`config.mk`:
```
export PLATFORM = sky130hd
export DESIGN_NAME = DebugRenderer
export DESIGN_NICKNAME = d
export VERILOG_FILES = /design/src/verilog/RenderPkg.sv /design/src/verilog/DebugCore.sv /design/src/verilog/DebugRenderer.sv /design/src/verilog/FrameWriter.sv /design/src/verilog/PixelScanner.sv
export VERILOG_INCLUDE_DIRS = /design/src /design/src/include
export SDC_FILE = /design/constraint.sdc
export NUM_CORES = 1
export LEC_CHECK = 0
export ABC_AREA = 1
export BUFFER_PORTS_ARGS = -buffer_cell sky130_fd_sc_hd__buf_2
export CAP_MARGIN = 20
export CORE_UTILIZATION = 50
export CTS_BUF_LIST = sky130_fd_sc_hd__clkbuf_8
export CTS_CLUSTER_SIZE = 28
export DETAILED_ROUTE_END_ITERATION = 6
export PLACE_DENSITY_LB_ADDON = 0.12
export SYNTH_ARGS = -nofsm -noshare
export SYNTH_HDL_FRONTEND = slang
export SYNTH_SLANG_ARGS = --single-unit
```
`constraint.sdc`:
```
create_clock -name clk -period 2.3 [get_ports clk]
set_clock_uncertainty 0.15 [all_clocks]
set_input_delay 0.115 -clock clk [delete_from_list [all_inputs] [get_ports clk]]
set_output_delay 0.115 -clock clk [all_outputs]
set_load 0.02 [all_outputs]
```
`src/include/render_config.svh`:
```
// Build-time settings of the debug shading path
// Screen size, bus widths and the checkerboard control bits

`ifndef RENDER_CONFIG_SVH
`define RENDER_CONFIG_SVH

// ---------------------------------------------------------------------------
// Screen
// ---------------------------------------------------------------------------

// Default frame size in pixels
`define RENDER_WIDTH 64
`define RENDER_HEIGHT 48

// ---------------------------------------------------------------------------
// Bus widths
// ---------------------------------------------------------------------------

// One pixel coordinate
`define RENDER_COORD_BITS 10

// Framebuffer word address
`define RENDER_ADDR_BITS 20

// ---------------------------------------------------------------------------
// Debug pattern
// ---------------------------------------------------------------------------

// Coordinate bit that picks the checker tile, so tiles are 16 pixels wide
`define RENDER_TILE_BIT 4

// Frame counter bit that swaps the palette, every 64 frames
`define RENDER_BLINK_BIT 6

`endif

```
`src/verilog/RenderPkg.sv`:
```
// Shared types of the debug shading path
// Coordinate, color, address and frame count vectors, core FSM states
// and a helper that builds a 24-bit color

`default_nettype none

`include "render_config.svh"

package RenderPkg;

    // -----------------------------------------------------------------------
    // Vector types
    // -----------------------------------------------------------------------

    // One screen coordinate
    typedef logic [`RENDER_COORD_BITS-1:0] pixelCoord_t;

    // Red in [23:16], green in [15:8], blue in [7:0]
    typedef logic [23:0] rgb8_t;

    // Framebuffer color, 5 bits red, 6 green, 5 blue
    typedef logic [15:0] rgb565_t;

    // Framebuffer word address
    typedef logic [`RENDER_ADDR_BITS-1:0] fbAddr_t;

    typedef logic [15:0] frameCount_t;

    // -----------------------------------------------------------------------
    // Debug core FSM
    // -----------------------------------------------------------------------

    typedef enum logic [1:0] {
        DCS_Init,
        DCS_Render,
        DCS_Done
    } debugCoreState_t;

    // Pack three channel bytes into one color word
    function automatic rgb8_t makeRgb8(
        input logic [7:0] red,
        input logic [7:0] green,
        input logic [7:0] blue
    );
        return {red, green, blue};
    endfunction

endpackage

`default_nettype wire
```
`src/verilog/DebugCore.sv`:
```
// Debug shading core
// Three-state FSM that replaces the real shader with a checkerboard
// whose palette flips with a bit of the frame counter

`timescale 1ns/10ps
`default_nettype none

`include "render_config.svh"

module DebugCore (
    input  logic                   clk,
    input  logic                   resetn,
    input  logic                   addInput,
    input  RenderPkg::pixelCoord_t inputX,
    input  RenderPkg::pixelCoord_t inputY,
    input  RenderPkg::frameCount_t frameCounter,
    output logic                   fifoFull,
    output logic                   valid,
    output RenderPkg::pixelCoord_t shadeX,
    output RenderPkg::pixelCoord_t shadeY,
    output RenderPkg::rgb8_t       shadeColor
);

    import RenderPkg::*;

    debugCoreState_t state;

    pixelCoord_t latchedX;
    pixelCoord_t latchedY;
    logic        tileOdd;
    logic        blink;
    rgb8_t       tileColor;

    // ------------------------------------------------------------------------
    // Checkerboard color
    // ------------------------------------------------------------------------

    always_comb begin
        tileOdd = latchedX[`RENDER_TILE_BIT] ^ latchedY[`RENDER_TILE_BIT];
        blink   = frameCounter[`RENDER_BLINK_BIT];
        if (blink) begin
            // Red and green palette
            tileColor = tileOdd ? makeRgb8(8'd255, 8'd0, 8'd0)
                                : makeRgb8(8'd0, 8'd255, 8'd0);
        end else begin
            // Yellow and cyan palette
            tileColor = tileOdd ? makeRgb8(8'd255, 8'd255, 8'd0)
                                : makeRgb8(8'd0, 8'd255, 8'd255);
        end
    end

    // ------------------------------------------------------------------------
    // FSM
    // ------------------------------------------------------------------------

    always_ff @(posedge clk or negedge resetn) begin
        if (!resetn) begin
            state    <= DCS_Init;
            fifoFull <= 1'b0;
            valid    <= 1'b0;
        end else begin
            case (state)
                DCS_Init: begin
                    if (addInput) begin
                        fifoFull <= 1'b1;
                        state    <= DCS_Render;
                    end
                end
                DCS_Render: begin
                    valid <= 1'b1;
                    state <= DCS_Done;
                end
                DCS_Done: begin
                    valid    <= 1'b0;
                    fifoFull <= 1'b0;
                    state    <= DCS_Init;
                end
                default: begin
                    valid    <= 1'b0;
                    fifoFull <= 1'b0;
                    state    <= DCS_Init;
                end
            endcase
        end
    end

    // Sample capture and shaded result
    always_ff @(posedge clk) begin
        if (state == DCS_Init && addInput) begin
            latchedX <= inputX;
            latchedY <= inputY;
        end
        if (state == DCS_Render) begin
            shadeX     <= latchedX;
            shadeY     <= latchedY;
            shadeColor <= tileColor;
        end
    end

    // A sample offered outside Init would be dropped
    assert property (@(posedge clk) disable iff (!resetn)
        addInput |-> (state == DCS_Init))
        else $error("DebugCore: addInput while a sample is still being shaded");

endmodule

`default_nettype wire

```
`src/verilog/DebugRenderer.sv`:
```
// Top of the debug shading path
// Pixel scanner feeding the debug core, whose results go to the
// framebuffer writer

`timescale 1ns/10ps
`default_nettype none

`include "render_config.svh"

module DebugRenderer #(
    parameter int ScreenWidth  = `RENDER_WIDTH,
    parameter int ScreenHeight = `RENDER_HEIGHT
) (
    input  logic                   clk,
    input  logic                   resetn,
    input  logic                   start,
    output logic                   fbWrite,
    output RenderPkg::fbAddr_t     fbAddr,
    output RenderPkg::rgb565_t     fbData,
    output logic                   frameDone,
    output RenderPkg::frameCount_t frameCounter,
    output logic                   busy
);

    import RenderPkg::*;

    // Scanner to core
    logic        addInput;
    pixelCoord_t sampleX;
    pixelCoord_t sampleY;

    // Core to writer
    logic        shadeValid;
    pixelCoord_t shadeX;
    pixelCoord_t shadeY;
    rgb8_t       shadeColor;

    // ------------------------------------------------------------------------
    // Blocks
    // ------------------------------------------------------------------------

    PixelScanner #(
        .ScreenWidth (ScreenWidth),
        .ScreenHeight(ScreenHeight)
    ) scanner (
        .clk         (clk),
        .resetn      (resetn),
        .start       (start),
        .shadeValid  (shadeValid),
        .addInput    (addInput),
        .sampleX     (sampleX),
        .sampleY     (sampleY),
        .frameCounter(frameCounter),
        .frameDone   (frameDone),
        // Busy is reported from the core, not the scanner
        .scanning    ()
    );

    DebugCore core (
        .clk         (clk),
        .resetn      (resetn),
        .addInput    (addInput),
        .inputX      (sampleX),
        .inputY      (sampleY),
        .frameCounter(frameCounter),
        .fifoFull    (busy),
        .valid       (shadeValid),
        .shadeX      (shadeX),
        .shadeY      (shadeY),
        .shadeColor  (shadeColor)
    );

    FrameWriter #(
        .ScreenWidth (ScreenWidth),
        .ScreenHeight(ScreenHeight)
    ) writer (
        .clk       (clk),
        .resetn    (resetn),
        .shadeValid(shadeValid),
        .shadeX    (shadeX),
        .shadeY    (shadeY),
        .shadeColor(shadeColor),
        .fbWrite   (fbWrite),
        .fbAddr    (fbAddr),
        .fbData    (fbData)
    );

endmodule

`default_nettype wire

```
`src/verilog/FrameWriter.sv`:
```
// Framebuffer write stage
// Linear address from the pixel position and RGB565 packing of the
// shaded color, registered with the write strobe

`timescale 1ns/10ps
`default_nettype none

`include "render_config.svh"

module FrameWriter #(
    parameter int ScreenWidth  = `RENDER_WIDTH,
    parameter int ScreenHeight = `RENDER_HEIGHT
) (
    input  logic                   clk,
    input  logic                   resetn,
    input  logic                   shadeValid,
    input  RenderPkg::pixelCoord_t shadeX,
    input  RenderPkg::pixelCoord_t shadeY,
    input  RenderPkg::rgb8_t       shadeColor,
    output logic                   fbWrite,
    output RenderPkg::fbAddr_t     fbAddr,
    output RenderPkg::rgb565_t     fbData
);

    import RenderPkg::*;

    localparam fbAddr_t PixelCount = fbAddr_t'(ScreenWidth * ScreenHeight);

    fbAddr_t pixelAddr;
    rgb565_t packedColor;

    // ------------------------------------------------------------------------
    // Address and color
    // ------------------------------------------------------------------------

    // Row-major layout, one word per pixel
    assign pixelAddr = fbAddr_t'(shadeY) * fbAddr_t'(ScreenWidth) + fbAddr_t'(shadeX);

    // Keep the top bits of each channel
    assign packedColor = {shadeColor[23:19], shadeColor[15:10], shadeColor[7:3]};

    // ------------------------------------------------------------------------
    // Output registers
    // ------------------------------------------------------------------------

    always_ff @(posedge clk or negedge resetn) begin
        if (!resetn) begin
            fbWrite <= 1'b0;
        end else begin
            fbWrite <= shadeValid;
        end
    end

    always_ff @(posedge clk) begin
        if (shadeValid) begin
            fbAddr <= pixelAddr;
            fbData <= packedColor;
        end
    end

    // The scanner must never hand out a position outside the screen
    assert property (@(posedge clk) disable iff (!resetn)
        fbWrite |-> (fbAddr < PixelCount))
        else $error("FrameWriter: address %0d beyond the framebuffer", fbAddr);

endmodule

`default_nettype wire

```
`src/verilog/PixelScanner.sv`:
```
// Frame walker for the debug renderer
// Hands out one surface sample per finished shade in row-major order
// and counts completed frames

`timescale 1ns/10ps
`default_nettype none

`include "render_config.svh"

module PixelScanner #(
    parameter int ScreenWidth  = `RENDER_WIDTH,
    parameter int ScreenHeight = `RENDER_HEIGHT
) (
    input  logic                   clk,
    input  logic                   resetn,
    input  logic                   start,
    input  logic                   shadeValid,
    output logic                   addInput,
    output RenderPkg::pixelCoord_t sampleX,
    output RenderPkg::pixelCoord_t sampleY,
    output RenderPkg::frameCount_t frameCounter,
    output logic                   frameDone,
    output logic                   scanning
);

    import RenderPkg::*;

    localparam pixelCoord_t LastX = pixelCoord_t'(ScreenWidth - 1);
    localparam pixelCoord_t LastY = pixelCoord_t'(ScreenHeight - 1);

    logic lastPixel;

    // Sample currently in the core is the bottom right corner
    assign lastPixel = (sampleX == LastX) && (sampleY == LastY);

    // ------------------------------------------------------------------------
    // Walk control
    // ------------------------------------------------------------------------

    always_ff @(posedge clk or negedge resetn) begin
        if (!resetn) begin
            scanning     <= 1'b0;
            addInput     <= 1'b0;
            frameDone    <= 1'b0;
            sampleX      <= '0;
            sampleY      <= '0;
            frameCounter <= '0;
        end else begin
            addInput  <= 1'b0;
            frameDone <= 1'b0;
            if (!scanning) begin
                // start is only honored between frames
                if (start) begin
                    scanning <= 1'b1;
                    addInput <= 1'b1;
                    sampleX  <= '0;
                    sampleY  <= '0;
                end
            end else if (shadeValid) begin
                if (lastPixel) begin
                    scanning     <= 1'b0;
                    frameDone    <= 1'b1;
                    frameCounter <= frameCounter + 1'b1;
                end else begin
                    addInput <= 1'b1;
                    if (sampleX == LastX) begin
                        sampleX <= '0;
                        sampleY <= sampleY + 1'b1;
                    end else begin
                        sampleX <= sampleX + 1'b1;
                    end
                end
            end
        end
    end

    // One sample in flight at a time, the core answers before the next one
    assert property (@(posedge clk) disable iff (!resetn)
        addInput |=> (!addInput until_with shadeValid))
        else $error("PixelScanner: addInput issued while a sample is outstanding");

endmodule

`default_nettype wire

```
==> results of run 1 <==
## state kept, by name, summed over array words and instances, names as in the netlist
register and count:
writer.fbAddr 17, scanner.frameCounter 16, core.latchedX 10, core.latchedY 10, core.shadeX 10, core.shadeY 10, scanner.sampleX 10, scanner.sampleY 10
core.shadeColor 3, writer.fbData 3, core.state 2, core.fifoFull 1, core.valid 1, scanner.addInput 1, scanner.frameDone 1, scanner.scanning 1
writer.fbWrite 1
## critical path: stages, from the launching register on
cell and delay, ns:
edfxtp_1 0.39, ha_1 0.26, fa_1 0.42, nand3_1 0.10, nand2_1 0.08, nand2_1 0.10, nor2_1 0.08, xor2_1 0.14
## power by group through the flow
stage	Clock [mW]	Sequential, mW	Combinational, mW
global route	1.19	3.20	1.74
floorplan	0	3.41	0.895
global placement	0	3.15	1.53
finish	1.10	3.12	1.57
detailed placement	0	3.17	1.58
CTS	1.14	3.13	1.59
## final timing paths
check,start,endpoint,slack (ns)
min,resetn,scanner.sampleX[1],0.03
max,core.shadeY[0],writer.fbAddr[12],0.34
max in group asynchronous,resetn,scanner.frameCounter[3],1.24
min reg2reg,core.latchedX[1],core.shadeX[1],0.27
max reg2reg,core.shadeY[0],writer.fbAddr[12],0.34
min in group clk,core.latchedX[1],core.shadeX[1],0.27
## layout by cell type (no fill, tap or decap), types with 5 or more instances in the layout
master / count
a21oi_1: 7
o21ai_0: 7
dfrtp_1: 44
buf_2: 54
nand3_1: 50
clkbuf_8: 9
inv_1: 41
nand2_1: 151
xnor2_1: 5
nor2_1: 44
edfxtp_1: 63
buf_4: 8
xor2_1: 8
nand4_1: 10
ha_1: 7
## per-stage QoR
step	hold WS (ns)	utilization
final	0.0304	0.579
after global routing	0.0627	0.579
after CTS	0.0304	0.579
after detailed placement	-0.0966	0.556
after global placement	-0.100	0.556
after floorplan	-0.331	-
## metal layers
metal | vias to the layer above | part of all wire | wire length, um | global-route usage
met5 | - | 0 | 0 | 0
li1 | 1687 | - | - | -
met3 | 13 | 0.034 | 292 | 0.0286
met1 | 1568 | 0.48 | 4060 | 0.252
met2 | 76 | 0.47 | 3980 | 0.289
met4 | 0 | 0.019 | 163 | 0.0825
## area by class of cell
class / count / area share
Clock buffer: 9 / 0.0231
Clock inverter: 7 / 0.0126
Inverter: 42 / 0.0294
Multi-Input combinational cell: 316 / 0.283
Sequential cell: 107 / 0.557
Tap cell: 129 / 0.0300
Timing Repair Buffer: 64 / 0.0652
## cell families (layout without fill, tap and decap cells)
kind of cell,count (synthesis),in the layout,share of synthesized area
other,1,3,0.000778
buffers and inverters,65,122,0.0667
DFF,107,107,0.621
AOI/OAI and AO/OA,20,20,0.0218
xor gates and xnor gates,13,13,0.0236
and+or+nand+nor,272,272,0.244
adders and majority gates,8,8,0.0223
==> metrics.cfg, run 1 <==
[outcome]
status=completed

[setup_path]
startpoint_type=flop
end_kind=flop
worstRegToRegCells=7
crit_type=reg2reg
worstPathMaxFanout=3
cp.arrival_ns=1.94
cp_data_required_time_ns=2.27

[pwr]
power.total_mw=5.79
comb_power_share=0.271
pwr-share-clk=0.190
p_switching_mw=2.04
ir_drop_mv=0.427
p_int_mw=3.75
switching_share=0.352
p_leak_nw=2.46
power_density_mw_per_mm2=1080
seq_power_share=0.539

[die]
die_area_mm2=0.0100
ios=58
die_w_um=100
die_h_um=100
initial_core_util=0.519
core.rowCount=35
coreArea_mm2=0.00928

[clocking]
cts-root-buf=clkbuf_8
cts_buffer_depth=2
htree_levels=3
post_cts_resized=0
post_cts_buffers=0
cts_tree=yes
cts_sinks=107
path_clk_slew_ns=0.11
hold_buffers=2
clk_latency_ns=0.37
numCtsBuffers=9

[timing]
max_freq_mhz=509
finalCriticalPeriod_ns=1.96
hold_violations=0
timing.final.crit_share=0.854
setup_ws_ns=0.335
slew_violations=0
final-setup-viol-count=0
tns_ns=0
rsz0062_at_grt=false

[synthesis]
synth_area_mm2=0.00482
yosysMostFrequentCell=nand2_1
synth_edf_count=63
ys.flop_type=edfxtp_1
yosys-top-cells-count=nand2_1, edfxtp_1, nand3_1, nor2_1, dfrtp_1
synthCells=486
yosys_warnings=0
ys_async_sr_fraction=0.411
synth_area_leaders=edfxtp_1, dfrtp_1, nand2_1
yosysTopAreaCell=edfxtp_1
avgSynthCellArea_um2=9.92
synth_cell_type_count=31
yosysSeqAreaShare=0.621
synth-seq-cells=107
synth_top_area_frac=0.392

[global_route]
grt_pass1_vias=3045
grt_antenna_before_repair=0
grt_pass1_wl_mm=14.1
grt_max_degree=31
grt_remaining_overflow=0
track_usage=0.183

[drt]
drt_wl_total_mm=8.50
firstDrtPassIters=4
ant_nets=0
drcViolationCount=0
routedWlPerCell_um=12.6
vias_per_cell=4.96
drt_iter0_drc=182
num_vias=3344

[cells_and_area]
antenna_cells=0
fillCellCount=835
multi_input_area_mm2=0.00152
drive_above_1_share=0.165
fin_area_mm2=0.00537
nets=551
area_delta_synth_final_pct=11.4
seq_area_mm2=0.00299
finalNonFillerCells=674

[run]
cap_violations=0

[place]
numPortBuffers=54
dpl.hpwl_mm=6.16
gp_congestion=0.889
pre_cts_ws_ns=0.335
dpl.cell_count=656
place_area_mm2=0.00516

[worst_hold_path]
hp-class=in2async

(Power assumes the default switching activity.)
==> run 2, diff against run 1 <==
--- a/config.mk
+++ b/config.mk
@@ -14,6 +14,7 @@
 export CTS_CLUSTER_SIZE = 28
 export DETAILED_ROUTE_END_ITERATION = 6
 export PLACE_DENSITY_LB_ADDON = 0.12
+export REMOVE_ABC_BUFFERS = 1
 export SYNTH_ARGS = -nofsm -noshare
 export SYNTH_HDL_FRONTEND = slang
 export SYNTH_SLANG_ARGS = --single-unit
==> metrics.cfg, run 2 (synthesis gave the netlist of run 1 again) <==
[global_route]
grt_pass1_wl_mm=14.0  ; -0.83%
grt_max_degree=45  ; +45%
grt_remaining_overflow=0  ; unchanged
grt_pass1_vias=2972  ; -2.4%
track_usage=0.179  ; -0.00407
grt_antenna_before_repair=0  ; unchanged

[timing]
final-setup-viol-count=0  ; unchanged
finalCriticalPeriod_ns=1.95  ; -0.00987 ns
relSlewSlack=0.610
max_freq_mhz=512  ; +0.51%
setup_ws_ns=0.345  ; +0.00987 ns
tns_ns=0  ; unchanged
whs_ns=0.219  ; +0.189 ns
hold_violations=0  ; unchanged
slew_violations=0  ; unchanged
timing.final.crit_share=0.850  ; -0.00429
worst_pin_slew_ns=0.585
rsz0062_at_grt=false

[pwr]
p_int_mw=3.72  ; -0.77%
power_density_mw_per_mm2=1060  ; -1.3%
p_leak_nw=2.45  ; -0.51%
seq_power_share=0.549  ; +0.010
p_switching_mw=1.98  ; -2.8%
pwr-share-clk=0.185  ; -0.005
ir_drop_mv=0.465  ; +9.0%
switching_share=0.348  ; -0.00477
comb_power_share=0.266  ; -0.005

[setup_path]
r2r_end=scanner.sampleX[5]
r2r_start=scanner.sampleX[0]
cp_data_required_time_ns=2.45  ; +0.18 ns
worstRegToRegCells=8  ; +1
startpoint_type=flop
cp.arrival_ns=2.11  ; +0.17 ns
rrSetupSlack_ns=0.35  ; about the same
crit_type=reg2reg
end_kind=flop
worstPathMaxFanout=8  ; +5

[die]
die_h_um=100  ; unchanged
ios=58  ; unchanged
initial_core_util=0.519  ; unchanged
coreArea_mm2=0.00928  ; unchanged
die_area_mm2=0.0100  ; unchanged
core.rowCount=35  ; unchanged
die_w_um=100  ; unchanged

[clocking]
cts_sinks=107  ; unchanged
clk_latency_ns=0.37  ; about the same
cts_tree=yes
cts-root-buf=clkbuf_8
numCtsBuffers=9  ; unchanged
cts_buffer_depth=2  ; unchanged
path_clk_slew_ns=0.10  ; about the same
post_cts_buffers=0  ; unchanged
htree_levels=3  ; unchanged

[cells_and_area]
fin_area_mm2=0.00536  ; -0.16%
layout_common_cells=nand2_1, edfxtp_1, buf_2
drive_above_1_share=0.163  ; -0.00183
largest_reg_flops=17  ; unchanged
fin_util=0.578  ; -0.000943
nets=551  ; unchanged
reg_top3=writer.fbAddr (17), scanner.frameCounter (16)
area_delta_synth_final_pct=11.2
layout_commonest_cell=nand2_1
top_register=writer.fbAddr
antenna_cells=0  ; unchanged

[worst_hold_path]
hp-class=in2async

[outcome]
status=completed

[place]
pre_cts_ws_ns=0.356  ; +0.0211 ns
gp_congestion=0.879  ; -1.0%
numPortBuffers=54  ; unchanged
place_area_mm2=0.00516  ; unchanged
dpl.hpwl_mm=5.89  ; -4.3%

[run]
cap_violations=0  ; unchanged

[drt]
drt_iter0_drc=195  ; +7.1%
firstDrtPassIters=4  ; unchanged
num_vias=3340  ; -0.12%
routedWlPerCell_um=12.2  ; -3.5%
drt_wl_total_mm=8.20  ; -3.5%
drcViolationCount=0  ; unchanged
vias_per_cell=4.96  ; -0.12%
ant_nets=0  ; unchanged

==> run 2: cell count changes in the layout (fill, tap and decap cells not counted) <==
cell,before,now
clkinv_8,1,0
inv_6,3,1
clkinv_2,1,0
clkinv_1,0,1
clkinvlp_4,0,2
inv_8,1,2
==> run 2: worst max path at each step <==
stage                       start                      end  slack (ns)  cells past startpoint
4_1_cts        scanner.sampleY[0]  scanner.frameCounter[2]        0.33                      8
5_1_grt        scanner.sampleY[0]       scanner.sampleX[2]        0.13                     10
3_3_place_gp       core.shadeY[0]        writer.fbAddr[12]        0.39                      7
6_report       scanner.sampleX[0]       scanner.sampleX[5]        0.35                      8
3_5_place_dp   scanner.sampleY[0]  scanner.frameCounter[2]        0.36                      8
2_1_floorplan       core.state[1]         core.latchedX[0]        0.17                      2
==> run 2: power by group through the flow <==
stage | clock [mW] | sequential [mW] | combinational (mW)
floorplan | 0 | 3.50 | 0.690
global placement | 0 | 3.16 | 1.51
detailed placement | 0 | 3.18 | 1.53
CTS | 1.09 | 3.14 | 1.54
global route | 1.16 | 3.21 | 1.72
finish | 1.05 | 3.13 | 1.52
==> run 2: final cells by class <==
cell class / count / area (um^2)
clock inverters: 7 / 58.8
flip-flops and latches: 107 / 2990
clock buffers: 9 / 124
inverters: 42 / 158
repair buffers: 64 / 350
multi-input cells: 316 / 1520
fillers: 819 / 3920
well taps: 129 / 161
==> run 2: routing by layer <==
metal | up-vias | wire, um | share of wire | track usage
li1 | 1692 | - | - | -
met3 | 9 | 277 | 0.034 | 0.0292
met2 | 89 | 3820 | 0.47 | 0.284
met4 | 0 | 106 | 0.013 | 0.0736
met1 | 1550 | 4000 | 0.49 | 0.247
met5 | - | 0 | 0 | 0
==> run 2: per-stage QoR <==
stage / total power [mW] / instances
after floorplan: 4.19 / 465
final: 5.70 / 674
after detailed placement: 4.71 / 656
after CTS: 5.77 / 674
after global routing: 6.09 / 674
after global placement: 4.67 / 656
==> run 2: repair_timing <==
item	4_1_cts	5_1_grt
hold endpoints to repair	45	0
endpoints found under the setup margin	0	0
resized for setup	0	0
hold buffers	2	0
==> run 2: worst max-delay path, cell delays in order, from the launching register on <==
cell and delay [ns]:
dfrtp_1 0.45, ha_1 0.24, nand2_1 0.11, inv_1 0.06, nand2_1 0.13, nor2_4 0.07
nor2_1 0.43, nand3b_1 0.15, nand2_1 0.10
